File: src/rtl/cpu_config.svh
`ifndef CPU_CONFIG_SVH
`define CPU_CONFIG_SVH

// instruction memory word address width, giving 256 words.
`define IMEM_ADDR_BITS 8

// data memory word address width, giving 256 words.
`define DMEM_ADDR_BITS 8

// width of a register and of a data memory word.
`define DATA_BITS 32

// word address of the first instruction after reset.
`define RESET_PC 0

`endif

File: src/rtl/cpuPkg.sv
package cpuPkg;

	// opcodes not listed here execute as a no-op.
	typedef enum logic [5:0] {
		ADD = 6'd0,
		SUB = 6'd1,
		AND = 6'd2,
		OR = 6'd3,
		ADDI = 6'd4,
		LW = 6'd5,
		SW = 6'd6,
		BEQ = 6'd7,
		HALT = 6'd63
	} opcodeT;

	typedef struct packed {
		logic [4:0] rt;
		logic [10:0] spare;
	} regFieldT;

	// the low half of the word is read either as the signed immediate or as rt.
	typedef union packed {
		logic [15:0] imm;
		regFieldT f;
	} lowFieldT;

	typedef struct packed {
		opcodeT op;
		logic [4:0] rd;
		logic [4:0] rs;
		lowFieldT lo;
	} instrT;

	typedef enum logic [1:0] {
		FETCH,
		EXECUTE,
		MEMORY,
		HALTED
	} coreStateT;

endpackage

File: src/rtl/wishboneBus.sv
`include "cpu_config.svh"

interface wishboneBus;
	logic cyc;
	logic stb;
	logic we;
	logic [`DMEM_ADDR_BITS-1:0] adr;
	logic [`DATA_BITS-1:0] datW;
	logic [`DATA_BITS-1:0] datR;
	logic ack;

	modport master (
		output cyc,
		output stb,
		output we,
		output adr,
		output datW,
		input datR,
		input ack
	);

	modport slave (
		input cyc,
		input stb,
		input we,
		input adr,
		input datW,
		output datR,
		output ack
	);
endinterface

File: src/rtl/cpuCore.sv
`include "cpu_config.svh"

module cpuCore (
	input logic clk,
	input logic reset,
	input cpuPkg::instrT instr,
	output logic [`IMEM_ADDR_BITS-1:0] fetchAddr,
	output logic [4:0] rsAddr,
	output logic [4:0] rtAddr,
	input logic [`DATA_BITS-1:0] rsData,
	input logic [`DATA_BITS-1:0] rtData,
	output logic regWe,
	output logic [4:0] regWAddr,
	output logic [`DATA_BITS-1:0] regWData,
	wishboneBus.master bus,
	output logic halted,
	output logic [`IMEM_ADDR_BITS-1:0] pc
);
	cpuPkg::coreStateT state;
	logic [`DATA_BITS-1:0] immExt;
	logic [`DATA_BITS-1:0] aluResult;
	logic isAlu;
	logic isMem;
	logic branchTaken;
	logic [`IMEM_ADDR_BITS-1:0] pcPlusOne;
	logic [`IMEM_ADDR_BITS-1:0] pcNext;

	// pc only moves when an instruction retires, so the instruction memory keeps
	// returning the current word through EXECUTE and MEMORY.
	assign fetchAddr = pc;
	assign halted = (state == cpuPkg::HALTED);

	assign immExt = {{(`DATA_BITS - 16){instr.lo.imm[15]}}, instr.lo.imm};

	assign isAlu = instr.op inside {cpuPkg::ADD, cpuPkg::SUB, cpuPkg::AND, cpuPkg::OR,
		cpuPkg::ADDI};
	assign isMem = instr.op inside {cpuPkg::LW, cpuPkg::SW};

	// SW stores the register named by rd.
	assign rsAddr = instr.rs;
	assign rtAddr = (instr.op == cpuPkg::SW) ? instr.rd : instr.lo.f.rt;

	// the default arm also forms the effective address for LW and SW.
	always_comb begin
		case (instr.op)
			cpuPkg::ADD: aluResult = rsData + rtData;
			cpuPkg::SUB: aluResult = rsData - rtData;
			cpuPkg::AND: aluResult = rsData & rtData;
			cpuPkg::OR: aluResult = rsData | rtData;
			default: aluResult = rsData + immExt;
		endcase
	end

	assign branchTaken = (instr.op == cpuPkg::BEQ) && (rsData == rtData);
	assign pcPlusOne = pc + `IMEM_ADDR_BITS'(1);
	assign pcNext = branchTaken ? pcPlusOne + immExt[`IMEM_ADDR_BITS-1:0] : pcPlusOne;

	// the request goes out while the load or store is still in EXECUTE.
	// The slave then answers in the first MEMORY cycle.
	assign bus.cyc = isMem && (state == cpuPkg::EXECUTE || state == cpuPkg::MEMORY);
	assign bus.stb = bus.cyc;
	assign bus.we = (instr.op == cpuPkg::SW);
	assign bus.adr = aluResult[`DMEM_ADDR_BITS-1:0];
	assign bus.datW = rtData;

	assign regWAddr = instr.rd;
	assign regWData = (state == cpuPkg::MEMORY) ? bus.datR : aluResult;
	assign regWe = (state == cpuPkg::EXECUTE && isAlu) ||
		(state == cpuPkg::MEMORY && bus.ack && instr.op == cpuPkg::LW);

	always_ff @(posedge clk) begin
		if (reset) begin
			state <= cpuPkg::FETCH;
			pc <= `IMEM_ADDR_BITS'(`RESET_PC);
		end else begin
			case (state)
				cpuPkg::FETCH: begin
					state <= cpuPkg::EXECUTE;
				end
				cpuPkg::EXECUTE: begin
					if (instr.op == cpuPkg::HALT) begin
						state <= cpuPkg::HALTED;
					end else if (isMem) begin
						state <= cpuPkg::MEMORY;
					end else begin
						state <= cpuPkg::FETCH;
						pc <= pcNext;
					end
				end
				cpuPkg::MEMORY: begin
					// wait here for as long as the slave holds off ack.
					if (bus.ack) begin
						state <= cpuPkg::FETCH;
						pc <= pcPlusOne;
					end
				end
				default: begin
					state <= cpuPkg::HALTED;
				end
			endcase
		end
	end

endmodule

File: src/flat_wrapper.sv
// flat-port wrapper written by rule: the top's interface ports become plain ports
module cpuCore_flat 
  (clk, reset, instr, fetchAddr, rsAddr, rtAddr, rsData, rtData, regWe, regWAddr, regWData, halted, pc, bus_cyc, bus_stb, bus_we, bus_adr, bus_datW, bus_datR, bus_ack);
  wishboneBus bus_i ();
  input logic clk;
  input logic reset;
  input cpuPkg::instrT instr;
  output logic [`IMEM_ADDR_BITS-1:0] fetchAddr;
  output logic [4:0] rsAddr;
  output logic [4:0] rtAddr;
  input logic [`DATA_BITS-1:0] rsData;
  input logic [`DATA_BITS-1:0] rtData;
  output logic regWe;
  output logic [4:0] regWAddr;
  output logic [`DATA_BITS-1:0] regWData;
  output logic halted;
  output logic [`IMEM_ADDR_BITS-1:0] pc;
  output wire logic [$bits(bus_i.cyc)-1:0] bus_cyc;
  output wire logic [$bits(bus_i.stb)-1:0] bus_stb;
  output wire logic [$bits(bus_i.we)-1:0] bus_we;
  output wire logic [$bits(bus_i.adr)-1:0] bus_adr;
  output wire logic [$bits(bus_i.datW)-1:0] bus_datW;
  input wire logic [$bits(bus_i.datR)-1:0] bus_datR;
  input wire logic [$bits(bus_i.ack)-1:0] bus_ack;
  assign bus_cyc = bus_i.cyc;
  assign bus_stb = bus_i.stb;
  assign bus_we = bus_i.we;
  assign bus_adr = bus_i.adr;
  assign bus_datW = bus_i.datW;
  assign bus_i.datR = bus_datR;
  assign bus_i.ack = bus_ack;
  cpuCore u_core (.clk(clk), .reset(reset), .instr(instr), .fetchAddr(fetchAddr), .rsAddr(rsAddr), .rtAddr(rtAddr), .rsData(rsData), .rtData(rtData), .regWe(regWe), .regWAddr(regWAddr), .regWData(regWData), .bus(bus_i), .halted(halted), .pc(pc));
endmodule
File: config.mk
export PLATFORM = sky130hd
export DESIGN_NAME = cpuCore_flat
export DESIGN_NICKNAME = d
export VERILOG_FILES = /design/src/rtl/cpuPkg.sv /design/src/rtl/wishboneBus.sv /design/src/rtl/cpuCore.sv /design/src/flat_wrapper.sv
export VERILOG_INCLUDE_DIRS = /design/src /design/src/rtl
export SDC_FILE = /design/constraint.sdc
export NUM_CORES = 1
export LEC_CHECK = 0
export ABC_CLOCK_PERIOD_IN_PS = 5100
export BUFFER_PORTS_ARGS = -buffer_cell sky130_fd_sc_hd__buf_2
export CAP_MARGIN = 25
export CORE_MARGIN = 3
export CORE_UTILIZATION = 35
export DETAILED_ROUTE_END_ITERATION = 6
export PLACE_DENSITY_LB_ADDON = 0.1
export SYNTH_ARGS = -nofsm -noshare
export SYNTH_HDL_FRONTEND = slang
export SYNTH_SLANG_ARGS = --single-unit
File: constraint.sdc
create_clock -name clk -period 5.1 [get_ports clk]
set_input_delay 0 -clock clk [delete_from_list [all_inputs] [get_ports clk]]
set_output_delay 0 -clock clk [all_outputs]
set_load 0.1 [all_outputs]
Word level (Yosys, flattened, before mapping). Cells that the tools add are included.

Flip-flop bits (word level): 10. Input port bits: 131. Bits in read-only memories: 0. Bits in latches: 0. RAM bits: 0. Logic and storage cells: 49. Memories kept: 0.

Bitwise logic cells: 2. Shift-type cells: 0. Muxes and demuxes: 12. $mul: 0. Reduce and logical (&&, ||, !) cells: 13. Divide/modulo/power cells: 0. Add/sub/neg operators: 5. Equality and inequality tests: 15. $lt $le $gt $ge: 0.

Operators by type and width (number): 32-bit one-hot mux with 4 select lines (1); 32-bit adder (2); 32-bit bitwise AND (1); 32-bit equality test (1); 32-bit two-way mux (1); 8-bit two-way mux (4); 32-bit bitwise OR (1); 32-bit subtractor (1); 6-bit by 3-bit equality test with 1-bit output (second input constant) (4); 8-bit one-hot mux with 2 select lines (1); 6-bit by 2-bit equality test with 1-bit output (second input constant) (2); 8-bit by 1-bit adder with 8-bit output (second input constant) (1); 8-bit adder (1); 6-bit by 1-bit equality test with 1-bit output (second input constant) (1); 6-bit equality test (second input constant) (1); 6-bit logical NOT (1); 2-bit two-way mux (3); 2-bit != test (second input constant) (3); 2-bit one-hot mux with 3 select lines (1); 1-bit logical AND (5); 5-bit two-way mux (1); 5-bit nonzero test (1); 2-bit equality test (second input constant) (2); 4-bit AND reduction (1); 4 further kinds (6).

Depth between registers and ports, before layout. Gate-level depths: netlist (run 1).

Word-level depth: 6. Gate-level depth with buffers: 20. Gate-level depth less buffers: 18.

Worst setup path before layout (run 1). Ideal clock, no wire load.

Path type: input-to-output. From: input instr[31] in the netlist's numbering. To: output regWData[23]. Path slack: -0.635 ns. Stages: 18. Buffers on the path: 2. Arrival time: 5.735 ns. Path through: nor3_1 > nand2b_1 > buf_2 > nor3_2 > clkbuf_1 > mux2_2 > ha_1 > a21oi_1 > o22ai_1 > o21ai_0 > nand2b_1 > o41ai_2 > o21ai_1 > a41o_1 > a21oi_1 > xnor2_1 > nor2_1 > o31ai_1.

Cells in the longest elaborated chain, start to end: 3.

Ends and longest elaborated chain: start, declared (line flat_wrapper.sv:7) `input cpuPkg::instrT instr;`; 6-bit by 2-bit equality test with 1-bit output (tied with other cells) (line cpuCore.sv:45) `case (instr.op)`; 32-bit one-hot mux with 4 select lines (*) (line cpuCore.sv:45); 32-bit two-way mux (*) (line cpuCore.sv:67) `assign regWData = (state == cpuPkg::MEMORY) ? bus.datR : aluResult;`; end, declared (line flat_wrapper.sv:15) `` output logic [`DATA_BITS-1:0] regWData; ``.

Every way passes the cells marked *; elsewhere a longest branch is shown, timed or not.

Final worst setup path (run 1).
From: input instr[31] in the netlist's numbering. To: output regWData[29].

Same word-level chain as after synthesis.

==> summary.txt, run 1 <==
Status: completed
Mapped Area: 7180 µm²
Final Hold Fails: 0
CP peak stage delay: 0.37 ns
Pre-Repair DR Iteration Count: 5
DR WL/cell: 16.7 µm
Yosys top cell by area: ha_1
Synth Area per Inst: 6.88 µm²
Hold/Removal Path Class: in -> out
Sequential fraction of the synthesis area: 0.0279
Tightest Pin Transition: 0.957 ns
CTS root buf: clkbuf_16
Via count: 7724
Yosys reg bits: 10
Min cycle time layout: 4.42 ns
Buf/Inv on CP: 4
Synth Flop Type: dfxtp_1
Core ar.: 19800 µm²
Hpwl dp: 20300 µm
# IOs: 239
TritonCTS clock tree: done
Num CTS Buffers: 3
Net Sw Frac: 0.642
Delay-heaviest family, CP: compound AO/OA/AOI/OAI gates
Die ar.: 22300 µm²
Pins Over Slew Limit: 0
Slew HR: 0.359
1st-iter DRT viols: 427
Clk pwr share: 0.078
Fmax: 0.226 GHz
Placement Rows: 51
Startpoint types: primary input
RD Place Congestion: 0.918
Diode count: 0
# resized after CTS: 0
CTS sink cnt: 10
Height of the die: 149 µm
Initial antenna violation count: 0
Dpl cell area: 8580 µm²
GR Util met1: 0.293
Fin Setup TNS: 0 ns
Hold WS: 0.0000385 ns
First-pass GRT wire length: 38700 µm
Final nets: 1485
P_sw: 1290 µW
Vias per cell: 5.24
Initial core utilization: 0.363
Post-route ant nets: 0
Clock Latency Late Sink: 0.24 ns
Comb pwr share: 0.877
Kind of critical path: in -> out
EDFF count, synth: 0
Final setup violation count: 0
Count of cell types in the netlist: 66
Worst Skew: 0.00452 ns
Syn. warnings: 0
Met3 usage: 0.0176
Remaining DRCs: 0
Met2 Track Usage GR: 0.370
Crit-path cells: buf_2 -> nor3_1 -> buf_4 -> nand2b_1 -> nor3_4 -> buf_4 -> mux2_2 -> ha_1 -> a211oi_1 -> o21ai_1 -> a21oi_2 -> nor3_1 -> o41ai_2 -> o21ai_1 -> a41o_1 -> a221oi_1 -> xnor2_1 -> nand2_1 -> a32oi_1 -> buf_12
Area contributors post-synth: ha_1 25%, inv_1 6.0%, a21oi_1 5.9%
Int Power: 718 µW
Post-synth top area share: 0.246
Worst-case clock buffer depth: 2
Busiest grt layer: met2
Peak VDD IR: 0.287 mV
Total wire length: 24600 µm
Number of port buffers: 228
Number of global-route vias before repair: 7330
Proportion of layout cells with a drive suffix above 1: 0.251
Global route overflow: 0
Synth Instances: 1044
Final period util: 0.867
RSZ-0062 raised after global routing: no
Sequential share of power: 0.045
Die X-Extent: 149 µm
Critical Path RT: 5.10 ns
Overall Global Routing Usage: 0.212
Pleak: 0.00456 µW
Max-cap viol count: 0
CP max FO: 4
# H-tree levels: 1
Synthesized netlist net count: 1319
Power Total: 2010 µW
Crit-path slowest cell: o41ai_2
Critical Path AT: 4.42 ns
Power Density: 230 nW/µm²
Largest net degree at the start of global routing: 68
Critical path endpoint category: output port
P&R area growth vs syn: 21.5%
Final Cell Area: 8720 µm²
Async set or reset register ratio after synthesis: 0
## cells by family (layout without fill, tap and decap cells)
family / after synthesis / in the layout / synth area share
DFF: 10 / 10 / 0.0279
xor gates and xnor gates: 61 / 61 / 0.0744
AOI/OAI and AO/OA: 310 / 310 / 0.280
buffers and inverters: 203 / 368 / 0.133
adders and majority gates: 144 / 144 / 0.254
and+or+nand+nor: 282 / 282 / 0.179
muxes: 34 / 34 / 0.0519
## Yosys cell counts, types with 19 or more instances
| cell type | number |
|---|---|
| xor2_1 | 22 |
| o21ai_0 | 61 |
| inv_1 | 115 |
| nor2_1 | 96 |
| ha_1 | 141 |
| mux2_2 | 26 |
| xnor2_1 | 39 |
| clkbuf_1 | 31 |
| a21o_1 | 36 |
| o22ai_1 | 19 |
| nand2_1 | 87 |
| buf_4 | 51 |
| a21oi_1 | 84 |
## layer usage
layer  vias to the layer above  wire, µm  part of all wire
met1                      3558     11400              0.46
li1                       3914         -                 -
met3                        16      1210             0.049
met2                       236     11800              0.48
met5                         -         0                 0
met4                         0       172            0.0070
## worst paths after layout
kind	start	endpoint	slack [ns]	depth (start not counted)
min reg2reg	u_core.state[0]$_SDFFE_PP0N_	u_core.state[0]$_SDFFE_PP0N_	0.54	2
max reg2reg	u_core.state[0]$_SDFFE_PP0N_	u_core.fetchAddr[7]$_SDFFE_PP0P_	2.01	10
max	instr[31]	regWData[29]	0.68	20
min	instr[20]	rsAddr[4]	0.00004	0
## stage by stage
step,instances,utilization,setup WS [ns]
final,1474,0.441,0.681
after global routing,1474,0.441,0.301
after CTS,1467,0.438,0.399
after detailed placement,1463,0.434,0.468
after global placement,1463,0.434,0.536
after floorplan,1044,-,0.00593
## area by class of cell
class / instances / area (µm²)
clock buffers: 4 / 88.8
repair buffers: 248 / 1580
fillers: 2112 / 11100
flip-flops and latches: 10 / 200
multi-input cells: 831 / 6090
well taps: 265 / 332
inverters: 116 / 435
## power groups by stage
stage	Sequential [µW]	Combinational (µW)	Clock [µW]
after floorplan	118	1320	0
after global placement	90.8	1760	0
after detailed placement	90.8	1750	0
after CTS	89.5	1760	158
after global routing	90.2	1870	163
final	89.3	1760	156
## state kept, by name, summed over array words and instances (netlist names)
signal,cells
u_core.fetchAddr,8
u_core.state,2
## layout by cell type, fill, tap and decap left out, types with 17 or more instances in the layout
master,synthesis,routed
xor2_1,22,22
o22ai_1,19,19
mux2_2,26,26
nand3_1,17,17
buf_4,51,20
inv_1,115,115
buf_12,0,19
a211oi_1,17,17
buf_2,1,209
o21ai_0,61,56
nor2_1,96,96
ha_1,141,140
a21o_1,36,36
xnor2_1,39,39
nand2_1,87,87
a21oi_1,84,84
nor2b_1,17,17
## worst reg2reg max path: stages (launching register included)
cell,delay (ns)
dfxtp_1,0.38
inv_1,0.09
ha_2,0.19
nor3_1,0.28
nand4_1,0.13
nor4_1,0.40
nand4_1,0.51
inv_1,0.35
a21oi_1,0.10
o21ai_0,0.20
mux2_2,0.35
## repair_timing
item / CTS / global route
hold buffers: 0 / 0
setup endpoints to repair: 0 / 1
buffers inserted: 0 / 7
No activity file was read; power rests on OpenSTA's default activity.
==> run 2: changes to the inputs <==
==> constraint.sdc (replaced) <==
create_clock -name clk -period 5.1 [get_ports clk]
set_input_delay 0.51 -clock clk [delete_from_list [all_inputs] [get_ports clk]]
set_output_delay 0.51 -clock clk [all_outputs]
set_load 0.1 [all_outputs]
==> run 2 against run 1 <==
Via count is 1.1% higher. Worst hold slack better by 0.53 ns. Count of clock-buffer cells in the layout stayed put. Die area stayed put. Flip-flop and latch count stayed put. Clock skew is 0.0013 ns lower. Critical path type unchanged. Largest power group unchanged.
==> summary.txt, run 2 (synthesis gave the netlist of run 1 again) <==
# IOs: 239
Stages on worst setup path: 21
Commonest non-fill, non-tap cells in the layout: 189 x buf_2, 135 x ha_1, 115 x inv_1
Final Hold Fails: 0
Core ar.: 19800 µm²
Sequential share of power: 0.040
Pre-Repair DR Iteration Count: 5
Delay-heaviest family, CP: compound AO/OA/AOI/OAI gates
1st-iter DRT viols: 468
# H-tree levels: 1
Crit-path cells: buf_2 -> nor3_4 -> nand2b_1 -> nor3_4 -> buf_6 -> buf_4 -> mux2_2 -> ha_1 -> o21ai_2 -> o21ai_2 -> a21oi_2 -> nor3_2 -> o41ai_2 -> o21ai_1 -> buf_4 -> a41o_4 -> o21ai_1 -> or3_1 -> a31oi_4 -> a2bb2oi_4 -> buf_12
Initial core utilization: 0.363
CTS clk-pin slew, worst paths: 0.04 ns
Crit-path slowest cell: or3_1
Fmax: 0.204 GHz
Overall Global Routing Usage: 0.212
Worst Skew: 0.00325 ns
CP peak stage delay: 0.43 ns
First-pass GRT wire length: 38400 µm
Tightest Pin Transition: 0.966 ns
Via count: 7811
CP max FO: 7
Final period util: 0.962
Final setup violation count: 0
Final nets: 1516
Num CTS Buffers: 3
DR WL/cell: 16.8 µm
Critical path endpoint category: output port
Worst-case clock buffer depth: 2
Post-route ant nets: 0
Startpoint types: primary input
Power Density: 232 nW/µm²
Remaining DRCs: 0
Global route overflow: 0
P_sw: 1350 µW
Height of the die: 149 µm
Vias per cell: 5.19
HP Start: u_core.state[0]$_SDFFE_PP0N_
Final WS setup: 0.192 ns
Net Sw Frac: 0.603
CTS sink cnt: 10
# fillers: 2016
Worst R2R End: u_core.fetchAddr[7]$_SDFFE_PP0P_
Total wire length: 25200 µm
Crit. Startpoint: instr[31]
Clock Latency Late Sink: 0.24 ns
Critical Path AT: 4.40 ns
Kind of critical path: in -> out
Cells on worst reg2reg path: 10
Min cycle time layout: 4.91 ns
Hpwl dp: 20600 µm
TritonCTS clock tree: done
Status: completed
P&R area growth vs syn: 34.3%
Number of port buffers: 228
Critical Path RT: 4.59 ns
Slew HR: 0.356
Clk pwr share: 0.070
Die ar.: 22300 µm²
Die X-Extent: 149 µm
Int Power: 890 µW
Hold/Removal Path Class: reg -> reg
R2R Setup Slk: 1.79 ns
Pre-CTS setup slack: -0.125 ns
Comb pwr share: 0.890
Diode count: 0
Max reg flops: 8
Peak VDD IR: 0.186 mV
Number of global-route vias before repair: 7220
Pins Over Slew Limit: 0
Max-cap viol count: 0
RD Place Congestion: 0.916
Crit path capture: regWData[31]
Largest net degree at the start of global routing: 68
Buf/Inv on CP: 5
Commonest non-fill, non-tap cell in the layout: buf_2
Post-CTS Hold Buffers: 0
Pleak: 0.00488 µW
Initial antenna violation count: 0
Power Total: 2240 µW
Placement Rows: 51
Proportion of layout cells with a drive suffix above 1: 0.307
CTS root buf: clkbuf_16
RR Startpoint: u_core.state[0]$_SDFFE_PP0N_
-- run 2: cell types whose count changed in the layout (fill, tap and decap cells not counted), moves of 10 or more --
cell and change:
a21oi_1 -11, buf_12 +20, buf_2 -20, buf_4 +29
o21ai_0 -10
-- run 2: worst min path at each step --
stage | to | slack (ns) | cells after the start
6_report | u_core.state[0]$_SDFFE_PP0N_ | 0.53 | 2
5_1_grt | u_core.state[0]$_SDFFE_PP0N_ | 0.55 | 2
4_1_cts | u_core.state[0]$_SDFFE_PP0N_ | 0.53 | 2
3_5_place_dp | u_core.state[0]$_SDFFE_PP0N_ | 0.52 | 2
3_3_place_gp | u_core.state[0]$_SDFFE_PP0N_ | 0.52 | 2
2_1_floorplan | u_core.state[0]$_SDFFE_PP0N_ | 0.50 | 2
-- run 2: repair_timing --
item	in CTS	in global routing
gates resized for setup	15	31
endpoints found under the setup margin	6	15
buffers inserted	8	3
pin swaps	8	28
-- run 2: final cells by class --
class | count | area (µm²) | share of cell area
clock buffer | 4 | 88.8 | 0.00922
tap | 265 | 332 | 0.0344
timing repair buffer | 279 | 2120 | 0.220
inverter | 116 | 435 | 0.0452
multi-input combinational | 831 | 6470 | 0.671
sequential | 10 | 200 | 0.0208
-- run 2: routing by layer --
metal  part of all wire  vias to the layer above  track usage
met5                  0                        -            0
met4             0.0099                        0       0.0261
met3              0.049                       17       0.0155
met2               0.47                      233        0.363
met1               0.48                     3568        0.300
li1                   -                     3993            -
-- run 2: power groups by stage --
stage / clock [µW] / combinational [µW] / sequential (µW)
6_report: 156 / 1990 / 89.7
5_1_grt: 164 / 2100 / 90.6
4_1_cts: 160 / 1970 / 89.7
3_5_place_dp: 0 / 1950 / 91.1
3_3_place_gp: 0 / 1950 / 90.9
2_1_floorplan: 0 / 1360 / 118
-- run 2: stage by stage --
step / instance area (µm²) / util / setup TNS, ns / hold slack, ns / instances
2_1_floorplan: 7420 / - / -0.154 / 0.501 / 1044
3_3_place_gp: 9270 / 0.469 / -0.0702 / 0.524 / 1491
3_5_place_dp: 9270 / 0.469 / -0.321 / 0.523 / 1491
4_1_cts: 9500 / 0.480 / 0 / 0.532 / 1503
5_1_grt: 9640 / 0.487 / -0.0102 / 0.547 / 1505
6_report: 9640 / 0.487 / 0 / 0.533 / 1505
-- run 2: worst register-to-register path: stages, from the launching register on --
cell and delay [ns]:
dfxtp_1 0.38, inv_1 0.11, ha_4 0.17, nor3_1 0.32, nand4_1 0.13, nor4_1 0.52
nand4_1 0.58, inv_1 0.34, a21oi_1 0.10, o21ai_0 0.19, mux2_2 0.35
